===== config.mk =====
export PLATFORM = sky130hd
export DESIGN_NAME = spi_camera_top
export DESIGN_NICKNAME = d
export VERILOG_FILES = /design/src/hdl/spi_pkg.sv /design/src/hdl/readout_counter.sv /design/src/hdl/image_buffer.sv /design/src/hdl/subperipheral_selector.sv /design/src/hdl/spi_peripheral.sv /design/src/hdl/spi_camera_top.sv
export VERILOG_INCLUDE_DIRS = /design/src /design/src/hdl
export SDC_FILE = /design/constraint.sdc
export NUM_CORES = 1
export LEC_CHECK = 0
export BUFFER_PORTS_ARGS = -buffer_cell sky130_fd_sc_hd__buf_2
export CAP_MARGIN = 20
export CORE_UTILIZATION = 37
export DETAILED_ROUTE_END_ITERATION = 6
export PLACE_DENSITY = 0.55
export SKIP_LAST_GASP = 1
export SYNTH_ARGS = -nofsm -noshare
export SYNTH_HDL_FRONTEND = slang
export SYNTH_SLANG_ARGS = --single-unit

===== constraint.sdc =====
create_clock -name clock_18MHz_oscillator -period 2.8 [get_ports clock_18MHz_oscillator]
set_input_delay 0.56 -clock clock_18MHz_oscillator [delete_from_list [all_inputs] [get_ports clock_18MHz_oscillator]]
set_output_delay 0.56 -clock clock_18MHz_oscillator [all_outputs]
set_load 0.05 [all_outputs]

===== src/hdl/spi_consts.svh =====
// ----------------------------------------
// register map and buffer sizing for the
// camera SPI register block, include where
// addresses or the buffer depth are needed
// ----------------------------------------

`ifndef SPI_CONSTS_SVH
`define SPI_CONSTS_SVH

// register addresses, first byte of a transaction
`define SPI_ADDR_CHIP_ID 8'hDB
`define SPI_ADDR_IMAGE_READ 8'h20
`define SPI_ADDR_IMAGE_CLEAR 8'h22

// value returned by the chip ID register
`define CHIP_ID_VALUE 8'h81

// image buffer holds 2**N bytes
`define IMAGE_BUFFER_DEPTH_LOG2 7

`endif


===== src/hdl/spi_pkg.sv =====
// ----------------------------------------
// types shared between the SPI peripheral,
// the register selector and the buffer
// ----------------------------------------

`default_nettype none

package spi_pkg;

    typedef logic [7:0] spi_byte_t;

    // peripheral to selector, one transaction at a time
    typedef struct packed {
        spi_byte_t address;
        logic address_valid;
        spi_byte_t data;
        logic data_valid;
        // select low and address byte received
        logic active;
    } spi_cmd_t;

    // selector to peripheral, one answer per valid pulse
    typedef struct packed {
        spi_byte_t data;
        logic valid;
    } spi_resp_t;

endpackage

`default_nettype wire


===== src/hdl/readout_counter.sv =====
// ----------------------------------------
// read pointer into the image buffer for
// one SPI transaction, flags bytes beyond
// the current fill level
// ----------------------------------------

`timescale 1ns/10ps
`default_nettype none

`include "spi_consts.svh"

module readout_counter (
    input logic clock_18MHz_oscillator,
    input logic arst_n,
    input logic read_step,
    input logic read_restart,
    input logic [`IMAGE_BUFFER_DEPTH_LOG2:0] fill_level,
    output logic [`IMAGE_BUFFER_DEPTH_LOG2:0] read_address,
    output logic past_end
);

    localparam logic [`IMAGE_BUFFER_DEPTH_LOG2:0] buffer_depth =
        1 << `IMAGE_BUFFER_DEPTH_LOG2;

    always_ff @(posedge clock_18MHz_oscillator or negedge arst_n) begin
        if (!arst_n) begin
            read_address <= '0;
        end else if (read_restart) begin
            read_address <= '0;
        end else if (read_step && read_address < buffer_depth) begin
            // stops at depth, never wraps back to stale bytes
            read_address <= read_address + 1'b1;
        end
    end

    assign past_end = (read_address >= fill_level);

endmodule

`default_nettype wire


===== src/hdl/image_buffer.sv =====
// ----------------------------------------
// 128 byte camera buffer. fills from the
// pixel stream until full, read back by
// address with one cycle of latency
// ----------------------------------------

`timescale 1ns/10ps
`default_nettype none

`include "spi_consts.svh"

module image_buffer (
    input logic clock_18MHz_oscillator,
    input logic arst_n,
    input spi_pkg::spi_byte_t pixel,
    input logic pixel_valid,
    output logic pixel_ready,
    input logic clear,
    input logic [`IMAGE_BUFFER_DEPTH_LOG2:0] read_address,
    output spi_pkg::spi_byte_t read_data,
    output logic [`IMAGE_BUFFER_DEPTH_LOG2:0] fill_level
);

    import spi_pkg::*;

    localparam logic [`IMAGE_BUFFER_DEPTH_LOG2:0] buffer_depth =
        1 << `IMAGE_BUFFER_DEPTH_LOG2;

    spi_byte_t memory [0:(1 << `IMAGE_BUFFER_DEPTH_LOG2) - 1];

    // write pointer, one bit wider than the index so full is visible
    logic [`IMAGE_BUFFER_DEPTH_LOG2:0] write_pointer;
    logic write_enable;

    assign pixel_ready = (write_pointer != buffer_depth);

    // pixel accepted alongside a clear is lost
    assign write_enable = pixel_valid && pixel_ready && !clear;

    always_ff @(posedge clock_18MHz_oscillator or negedge arst_n) begin
        if (!arst_n) begin
            write_pointer <= '0;
        end else if (clear) begin
            write_pointer <= '0;
        end else if (write_enable) begin
            write_pointer <= write_pointer + 1'b1;
        end
    end

    assign fill_level = write_pointer;

    // simple dual port memory, write side
    always_ff @(posedge clock_18MHz_oscillator) begin
        if (write_enable) begin
            memory[write_pointer[`IMAGE_BUFFER_DEPTH_LOG2-1:0]] <= pixel;
        end
    end

    // read side, registered output
    // a saturated address wraps here but the selector masks it with past_end
    always_ff @(posedge clock_18MHz_oscillator) begin
        read_data <= memory[read_address[`IMAGE_BUFFER_DEPTH_LOG2-1:0]];
    end

endmodule

`default_nettype wire


===== src/hdl/subperipheral_selector.sv =====
// ----------------------------------------
// decodes the transaction address and
// answers every byte from chip ID, image
// read port, buffer control or FF default
// ----------------------------------------

`timescale 1ns/10ps
`default_nettype none

`include "spi_consts.svh"

module subperipheral_selector (
    input logic clock_18MHz_oscillator,
    input logic arst_n,
    input spi_pkg::spi_cmd_t cmd,
    output spi_pkg::spi_resp_t resp,
    output logic read_step,
    output logic read_restart,
    output logic clear,
    input spi_pkg::spi_byte_t read_data,
    input logic past_end,
    input logic [`IMAGE_BUFFER_DEPTH_LOG2:0] fill_level
);

    import spi_pkg::*;

    spi_byte_t address_q;
    spi_byte_t target;
    logic pulse;
    logic is_read;

    // chip ID and control answer after one cycle
    logic fast_valid;
    spi_byte_t fast_data;

    // read port needs two cycles, registered memory
    logic read_pending;
    logic read_valid;

    // address byte decodes itself, later bytes use the latched copy
    assign target = cmd.address_valid ? cmd.address : address_q;
    assign pulse = cmd.address_valid | (cmd.data_valid & cmd.active);
    assign is_read = (target == `SPI_ADDR_IMAGE_READ);

    assign read_restart = cmd.address_valid && is_read;
    assign read_step = cmd.data_valid && cmd.active && is_read;
    assign clear = cmd.address_valid && (cmd.address == `SPI_ADDR_IMAGE_CLEAR);

    always_ff @(posedge clock_18MHz_oscillator or negedge arst_n) begin
        if (!arst_n) begin
            address_q <= 8'h00;
            fast_valid <= 1'b0;
            read_pending <= 1'b0;
            read_valid <= 1'b0;
        end else begin
            if (cmd.address_valid) begin
                address_q <= cmd.address;
            end
            fast_valid <= pulse && !is_read;
            read_pending <= pulse && is_read;
            read_valid <= read_pending;
        end
    end

    always_ff @(posedge clock_18MHz_oscillator) begin
        case (target)
            `SPI_ADDR_CHIP_ID: fast_data <= `CHIP_ID_VALUE;
            `SPI_ADDR_IMAGE_CLEAR: fast_data <= spi_byte_t'(fill_level);
            default: fast_data <= 8'hFF;
        endcase
    end

    always_comb begin
        resp.valid = fast_valid | read_valid;
        if (read_valid) begin
            resp.data = past_end ? 8'h00 : read_data;
        end else begin
            resp.data = fast_data;
        end
    end

endmodule

`default_nettype wire


===== src/hdl/spi_peripheral.sv =====
// ----------------------------------------
// SPI mode 0 target. synchronizes the pins,
// turns the first byte into an address and
// later bytes into data pulses, and shifts
// the selector's answers out on CIPO
// ----------------------------------------

`timescale 1ns/10ps
`default_nettype none

module spi_peripheral (
    input logic clock_18MHz_oscillator,
    input logic arst_n,
    input logic spi_select,
    input logic spi_clock,
    input logic spi_copi,
    output logic spi_cipo,
    output spi_pkg::spi_cmd_t cmd,
    input spi_pkg::spi_resp_t resp
);

    import spi_pkg::*;

    typedef enum logic [1:0] {
        st_idle,
        st_address,
        st_data
    } state_t;

    state_t state;

    // two-flop synchronizers, bit 1 is the safe one
    logic [1:0] select_sync;
    logic [1:0] clock_sync;
    logic [1:0] copi_sync;
    logic clock_prev;
    logic clock_rise;
    logic clock_fall;

    logic [2:0] bit_count;
    spi_byte_t in_shift;
    spi_byte_t out_shift;
    spi_byte_t next_byte;
    spi_byte_t address_reg;
    spi_byte_t data_reg;
    logic address_pulse;
    logic data_pulse;
    logic byte_done;

    always_ff @(posedge clock_18MHz_oscillator or negedge arst_n) begin
        if (!arst_n) begin
            select_sync <= 2'b11;
            clock_sync <= 2'b00;
            copi_sync <= 2'b00;
            clock_prev <= 1'b0;
        end else begin
            select_sync <= {select_sync[0], spi_select};
            clock_sync <= {clock_sync[0], spi_clock};
            copi_sync <= {copi_sync[0], spi_copi};
            clock_prev <= clock_sync[1];
        end
    end

    assign clock_rise = clock_sync[1] & ~clock_prev;
    assign clock_fall = ~clock_sync[1] & clock_prev;

    // eighth rising edge of a byte
    assign byte_done = clock_rise && (bit_count == 3'd7);

    always_ff @(posedge clock_18MHz_oscillator or negedge arst_n) begin
        if (!arst_n) begin
            state <= st_idle;
            bit_count <= 3'd0;
            in_shift <= 8'h00;
            address_reg <= 8'h00;
            data_reg <= 8'h00;
            address_pulse <= 1'b0;
            data_pulse <= 1'b0;
        end else begin
            address_pulse <= 1'b0;
            data_pulse <= 1'b0;

            if (select_sync[1]) begin
                // select high ends whatever was going on
                state <= st_idle;
                bit_count <= 3'd0;
            end else begin
                case (state)
                    st_idle: begin
                        state <= st_address;
                        bit_count <= 3'd0;
                    end
                    default: begin
                        if (clock_rise) begin
                            in_shift <= {in_shift[6:0], copi_sync[1]};
                            bit_count <= bit_count + 3'd1;
                        end
                        if (byte_done && state == st_address) begin
                            address_reg <= {in_shift[6:0], copi_sync[1]};
                            address_pulse <= 1'b1;
                            state <= st_data;
                        end else if (byte_done) begin
                            data_reg <= {in_shift[6:0], copi_sync[1]};
                            data_pulse <= 1'b1;
                        end
                    end
                endcase
            end
        end
    end

    // answer for the next byte, FF unless the selector responds in time
    always_ff @(posedge clock_18MHz_oscillator or negedge arst_n) begin
        if (!arst_n) begin
            next_byte <= 8'hFF;
            out_shift <= 8'hFF;
        end else if (select_sync[1]) begin
            next_byte <= 8'hFF;
            out_shift <= 8'hFF;
        end else begin
            if (resp.valid) begin
                next_byte <= resp.data;
            end else if (byte_done) begin
                next_byte <= 8'hFF;
            end

            // falling edge at a byte boundary presents the new MSB
            if (clock_fall && bit_count == 3'd0) begin
                out_shift <= next_byte;
            end else if (clock_fall) begin
                out_shift <= {out_shift[6:0], 1'b1};
            end
        end
    end

    assign spi_cipo = out_shift[7];

    always_comb begin
        cmd.address = address_reg;
        cmd.address_valid = address_pulse;
        cmd.data = data_reg;
        cmd.data_valid = data_pulse;
        cmd.active = (state == st_data);
    end

endmodule

`default_nettype wire


===== src/hdl/spi_camera_top.sv =====
// ----------------------------------------
// register side of the camera FPGA. SPI
// host reads chip ID and image buffer,
// camera bytes arrive on a byte stream
// ----------------------------------------

`timescale 1ns/10ps
`default_nettype none

`include "spi_consts.svh"

module spi_camera_top (
    input logic clock_18MHz_oscillator,
    input logic arst_n,
    input logic spi_select,
    input logic spi_clock,
    input logic spi_copi,
    output logic spi_cipo,
    input spi_pkg::spi_byte_t pixel,
    input logic pixel_valid,
    output logic pixel_ready
);

    import spi_pkg::*;

    spi_cmd_t cmd;
    spi_resp_t resp;

    logic read_step;
    logic read_restart;
    logic clear;
    logic past_end;
    spi_byte_t read_data;
    logic [`IMAGE_BUFFER_DEPTH_LOG2:0] read_address;
    logic [`IMAGE_BUFFER_DEPTH_LOG2:0] fill_level;

    spi_peripheral spi_peripheral (
        .clock_18MHz_oscillator(clock_18MHz_oscillator),
        .arst_n(arst_n),
        .spi_select(spi_select),
        .spi_clock(spi_clock),
        .spi_copi(spi_copi),
        .spi_cipo(spi_cipo),
        .cmd(cmd),
        .resp(resp)
    );

    subperipheral_selector subperipheral_selector (
        .clock_18MHz_oscillator(clock_18MHz_oscillator),
        .arst_n(arst_n),
        .cmd(cmd),
        .resp(resp),
        .read_step(read_step),
        .read_restart(read_restart),
        .clear(clear),
        .read_data(read_data),
        .past_end(past_end),
        .fill_level(fill_level)
    );

    readout_counter readout_counter (
        .clock_18MHz_oscillator(clock_18MHz_oscillator),
        .arst_n(arst_n),
        .read_step(read_step),
        .read_restart(read_restart),
        .fill_level(fill_level),
        .read_address(read_address),
        .past_end(past_end)
    );

    image_buffer image_buffer (
        .clock_18MHz_oscillator(clock_18MHz_oscillator),
        .arst_n(arst_n),
        .pixel(pixel),
        .pixel_valid(pixel_valid),
        .pixel_ready(pixel_ready),
        .clear(clear),
        .read_address(read_address),
        .read_data(read_data),
        .fill_level(fill_level)
    );

endmodule

`default_nettype wire


After elaboration in Yosys (flattened, before gate mapping)

Memory sizes are Yosys's and may differ from the RTL's. A register that Yosys moved wholly into a read port is not among the register bits.
Cells that the tools add are included.

Word-level logic and storage cells: 95
RAM bits: 1,024
Memories: 1
Memory bits (read-only): 0
Register bits after elaboration: 80
Output and inout bits: 2
Bits in latches: 0
Input bits: 14

Memories:

| memory              | depth | bits a word | rd ports | clocked after Yosys merged registers in | wr ports | RTL line           | source |
|---|---|---|---|---|---|---|---|
| image_buffer.memory | 128   | 8           | 1        | 1                                       | 1        | image_buffer.sv:29 | `` spi_byte_t memory [0:(1 << `IMAGE_BUFFER_DEPTH_LOG2) - 1]; `` |

Order comparisons: 2
Shift operators: 0
Divide/modulo/power cells: 0
Add/sub/neg operators: 3
Reduce and logical (&&, ||, !) cells: 24
Multipliers: 0
Bitwise logic cells: 9
Multiplexer cells: 29
Eq/ne operators: 8

Operator list:

| kind                  | number |
|---|---|
| $mux W8               | 13 |
| $eq A8 B6 Y1 const B  | 3 |
| $add A8 B1 Y8 const B | 2 |
| $pmux W8 S2           | 1 |
| $logic_and A1 B1 Y1   | 12 |
| $reduce_bool A3 Y1    | 4 |
| $mux W1               | 9 |
| $mux W3               | 3 |
| $eq A8 B8 Y1 const B  | 1 |
| $ge A8 B8 Y1          | 1 |
| $lt A8 B8 Y1 const B  | 1 |
| $ne A8 B8 Y1 const B  | 1 |
| $mux W2               | 3 |
| $reduce_and A3 Y1     | 2 |
| $not A1 Y1            | 4 |
| $reduce_bool A2 Y1    | 2 |
| $add A3 B1 Y3 const B | 1 |
| $and A1 B1 Y1         | 3 |
| $eq A3 B3 Y1 const B  | 1 |
| $logic_not A3 Y1      | 1 |
| $eq A2 B1 Y1 const B  | 1 |
| $eq A2 B2 Y1 const B  | 1 |
| $logic_not A1 Y1      | 2 |
| $logic_not A2 Y1      | 1 |
| $or A1 B1 Y1          | 2 |

Logic depth before layout (Yosys ltp)

Depth in word-level cells: 7
Depth in mapped cells: 14
Gate-level depth less buffers: 8

Modules after synthesis

A second synthesis with hierarchy kept.

Cell total of the unflattened synthesis: 1,969
Area, all modules: 43,643.1 um^2

By module, submodules not included:

| module                 | times used | area each (um^2) | cells an instance | seq. area each (um^2) |
|---|---|---|---|---|
| image_buffer           | 1          | 40,019.6         | 1,669             | 31,109.8 |
| spi_peripheral         | 1          | 2,093.3          | 147               | 1,348.8 |
| subperipheral_selector | 1          | 899.6            | 88                | 435.4 |
| readout_counter        | 1          | 630.6            | 65                | 200.2 |

Least setup slack after synthesis

OpenSTA, ideal clock, no wires.

Path kind: register to register
Start point: reg image_buffer.write_pointer[5] (netlist: image_buffer.fill_level[5])
End point: mem image_buffer.memory[112][0] (netlist name), enable pin
Setup slack: -200 ps
Setup time: 370 ps
Period minus slack after synthesis: 3,000 ps
Arrival time: 2,629 ps
Cell stages (with the launch flop): 10
Required time: 2,430 ps
Path buffers: 3
Cells stage by stage: dfrtp_1 > clkbuf_1 > or4_1 > buf_2 > or3_1 > nand2_1 > nor4_1 > nand2_2 > buf_4 > nor2_1

Longest elaborated chain between the ends: 5

Ends and longest elaborated chain:

| what                             | RTL line             | source |
|---|---|---|
| start, declared                  | image_buffer.sv:32   | `` logic [`IMAGE_BUFFER_DEPTH_LOG2:0] write_pointer; `` |
| start signal, assigned           | image_buffer.sv:46   | `write_pointer <= write_pointer + 1'b1;` |
| $ne A8 B8 Y1                     | image_buffer.sv:35   | `assign pixel_ready = (write_pointer != buffer_depth);` |
| via pixel_ready                  | spi_camera_top.sv:21 | `output logic pixel_ready` |
| $logic_and A1 B1 Y1 (2 in a row) | image_buffer.sv:38   | `assign write_enable = pixel_valid && pixel_ready && !clear;` |
| $mux W1                          | image_buffer.sv:54   | `if (write_enable) begin` |
| $mux W1                          | image_buffer.sv:55   | `` memory[write_pointer[`IMAGE_BUFFER_DEPTH_LOG2-1:0]] <= pixel; `` |
| end, declared                    | image_buffer.sv:29   |  |

The timed path passes the listed nets, and every way through them passes these cells.

==> metrics <==
worst vdd ir=0.460 mV; Hold Vio Cnt, Final=2; outcome=finished, violations left; # rows=125; initial core utilization=0.374; first-pass GRT wire length=164000 um; crit path capture type=flop; Fill cells=10026; EDFF count, synth=1024; Final Max Slew Viols=0; CTS Buf Count=112; register area share after synthesis=0.755; htree depth=3; total core area=117000 sq um; gr ovfl total=0; setup bufs post-CTS=0; top-area cell type share of the netlist area=0.706; leading area contributor after synthesis=edfxtp_1; Final setup viols=0; Setup TNS=0 ps; fin crit share=1.00; setup repair after global routing missed its margin=true; worst reg2reg setup slack=1 ps; Cell Pwr Density=699 nW/um^2; Worst R2R Start=readout_counter.read_address[0]; I/O pins=16; post-synthesis instance area=43600 sq um; GPL Wtd Cong=0.835; Post-synth top cells=1024 x edfxtp_1, 180 x mux4_2, 178 x mux2i_1, 175 x nor2_1, 77 x nand2_1; max_slew headroom=0.280; crit path DAT=3350 ps; Hold WS=-3.38 ps; post-layout min period=2800 ps; top-count cell post-synth=edfxtp_1; post-route ant nets=0; initial DRC count=2182; critical path type=flop to flop; DRC Markers=0; area of the die=119000 sq um; Least-Margin Pin Slew=1080 ps; Fin Clk Skew=37.6 ps; total power=35.7 mW; hpwl dp=71700 um; initial antenna violation count=3; final cell count without fillers=4153; share of cells above drive strength 1=0.257; synth top area cells=edfxtp_1 71%, mux4_2 9.3%, mux2i_1 4.1%, dfrtp_1 3.1%, nor2_1 1.5%; YS warnings=0; setup ws final=1.18 ps; final core occ=0.438; syn nets=2324; CTS tree=yes; DR pass1 iterations=7; Max Cap Violations=0; Die H=345 um; synth unique cells=60; R2R cell count=8; HP Class=input pin to async pin; Die Wd=345 um; CP max FO=18; max reg flops=1024; design area=51000 sq um; Post-Place Worst Slack=-219 ps; Avg Synthesized Cell Area=19.0 sq um; Skew-Pair Late Insertion Delay=700 ps; drt via density=5.46; failing checks=hold timing; Top FF cell, synth=edfxtp_1; crit path launch type=flop; max frequency=0.357 GHz; WL final=112000 um; largest net degree at the start of global routing=73; post-synthesis instance total=2296; Static Leak=16.2 nW; clk sinks=1112; FF-to-FF End=image_buffer.read_data[2]; GRT Overall Usage=0.187; flops & latches, synth=1112; multi-input logic area=9980 sq um; asr flop ratio synth=0.0647; IO Port Bufs=15; Placed Cells=3940; Reg clk slew, reported paths=60 ps; ant diodes=0; CP required=3350 ps; layout net count=2562; via count=22696; Register Area=32900 sq um; area grow syn2layout=17.2%; placed cell area=47200 sq um; clk buf depth=3; clock root buffer=clkbuf_16; DR WL/cell=27.0 um; vias in the first global route=23300
-- metal layers --
metal  track usage  part of all wire
met4        0.0483             0.021
met1         0.261              0.43
met5             0                 0
met2         0.306              0.49
met3        0.0295             0.065
-- layout by cell type (no fill, tap or decap), drive strengths merged, types with 12 or more instances in the layout --
master / n
dfstp: 18
nand3: 16
nor3: 14
a21oi: 69
clkinv: 53
a211oi: 21
edfxtp: 1024
nor2: 175
a22o: 17
o22ai: 12
dfrtp: 54
bufinv: 13
o21ai: 25
a22oi: 38
dfxtp: 16
ha: 14
mux4: 180
buf: 256
o221ai: 16
o32a: 15
clkbuf: 134
nand2: 81
mux2i: 178
mux2: 23
a221oi: 21
inv: 25
-- where the power goes --
| group | leakage (nW) | switching [mW] | total, mW | internal [mW] |
|---|---|---|---|---|
| clock | 1.79 | 6.30 | 15.0 | 8.67 |
| combinational | 4.14 | 1.47 | 2.04 | 0.565 |
| sequential | 10.2 | 0.136 | 18.7 | 18.5 |
| total | 16.2 | 7.91 | 35.7 | 27.8 |
-- cell families (layout without fill, tap and decap cells) --
family	count (synthesis)	after routing	synth area share
AO/OA/AOI/OAI	287	287	0.0471
XOR/XNOR	13	13	0.00261
adder cells (fa/ha/maj)	14	14	0.00402
buffers and inverters	158	491	0.0180
flip-flops	1112	1112	0.755
multiplexers	381	381	0.140
AND/OR/NAND/NOR	331	331	0.0331
-- worst max-delay path by stage --
| stage | cells after the start | to | from | slack, ps |
|---|---|---|---|---|
| 2_1_floorplan | 14 | spi_peripheral.next_byte[0] | readout_counter.read_address[0] | 20 |
| 3_3_place_gp | 9 | image_buffer.read_data[1] | readout_counter.read_address[0] | -250 |
| 3_5_place_dp | 9 | image_buffer.read_data[1] | readout_counter.read_address[0] | -220 |
| 4_1_cts | 7 | image_buffer.read_data[0] | readout_counter.read_address[0] | -60 |
| 5_1_grt | 9 | image_buffer.read_data[0] | readout_counter.read_address[0] | -60 |
| 6_report | 8 | image_buffer.read_data[2] | readout_counter.read_address[0] | 1 |
-- area by class of cell --
cell class                      instances  share of cell area
Clock buffer                          133              0.0575
Clock inverter                         76              0.0147
Inverter                               22             0.00162
Multi-Input combinational cell       1026               0.196
Sequential cell                      1112               0.645
Tap cell                             1524              0.0374
Timing Repair Buffer                  260              0.0487
-- repair_timing --
action / CTS / global route
endpoints found under the setup margin: 9 / 17
gates cloned: 0 / 1
hold buffers: 3 / 0
hold endpoints to repair: 3 / 0
gates resized for setup: 14 / 12
pin swaps: 1 / 0
-- critical path, stage by stage (launching register included) --
cell	delay, ps
dfrtp_4	500
buf_12	180
buf_12	190
mux4_2	560
a211oi_1	490
buf_4	200
a21oi_1	120
a211oi_1	310
a41oi_1	70
Power figures use the tool's default switching activity.
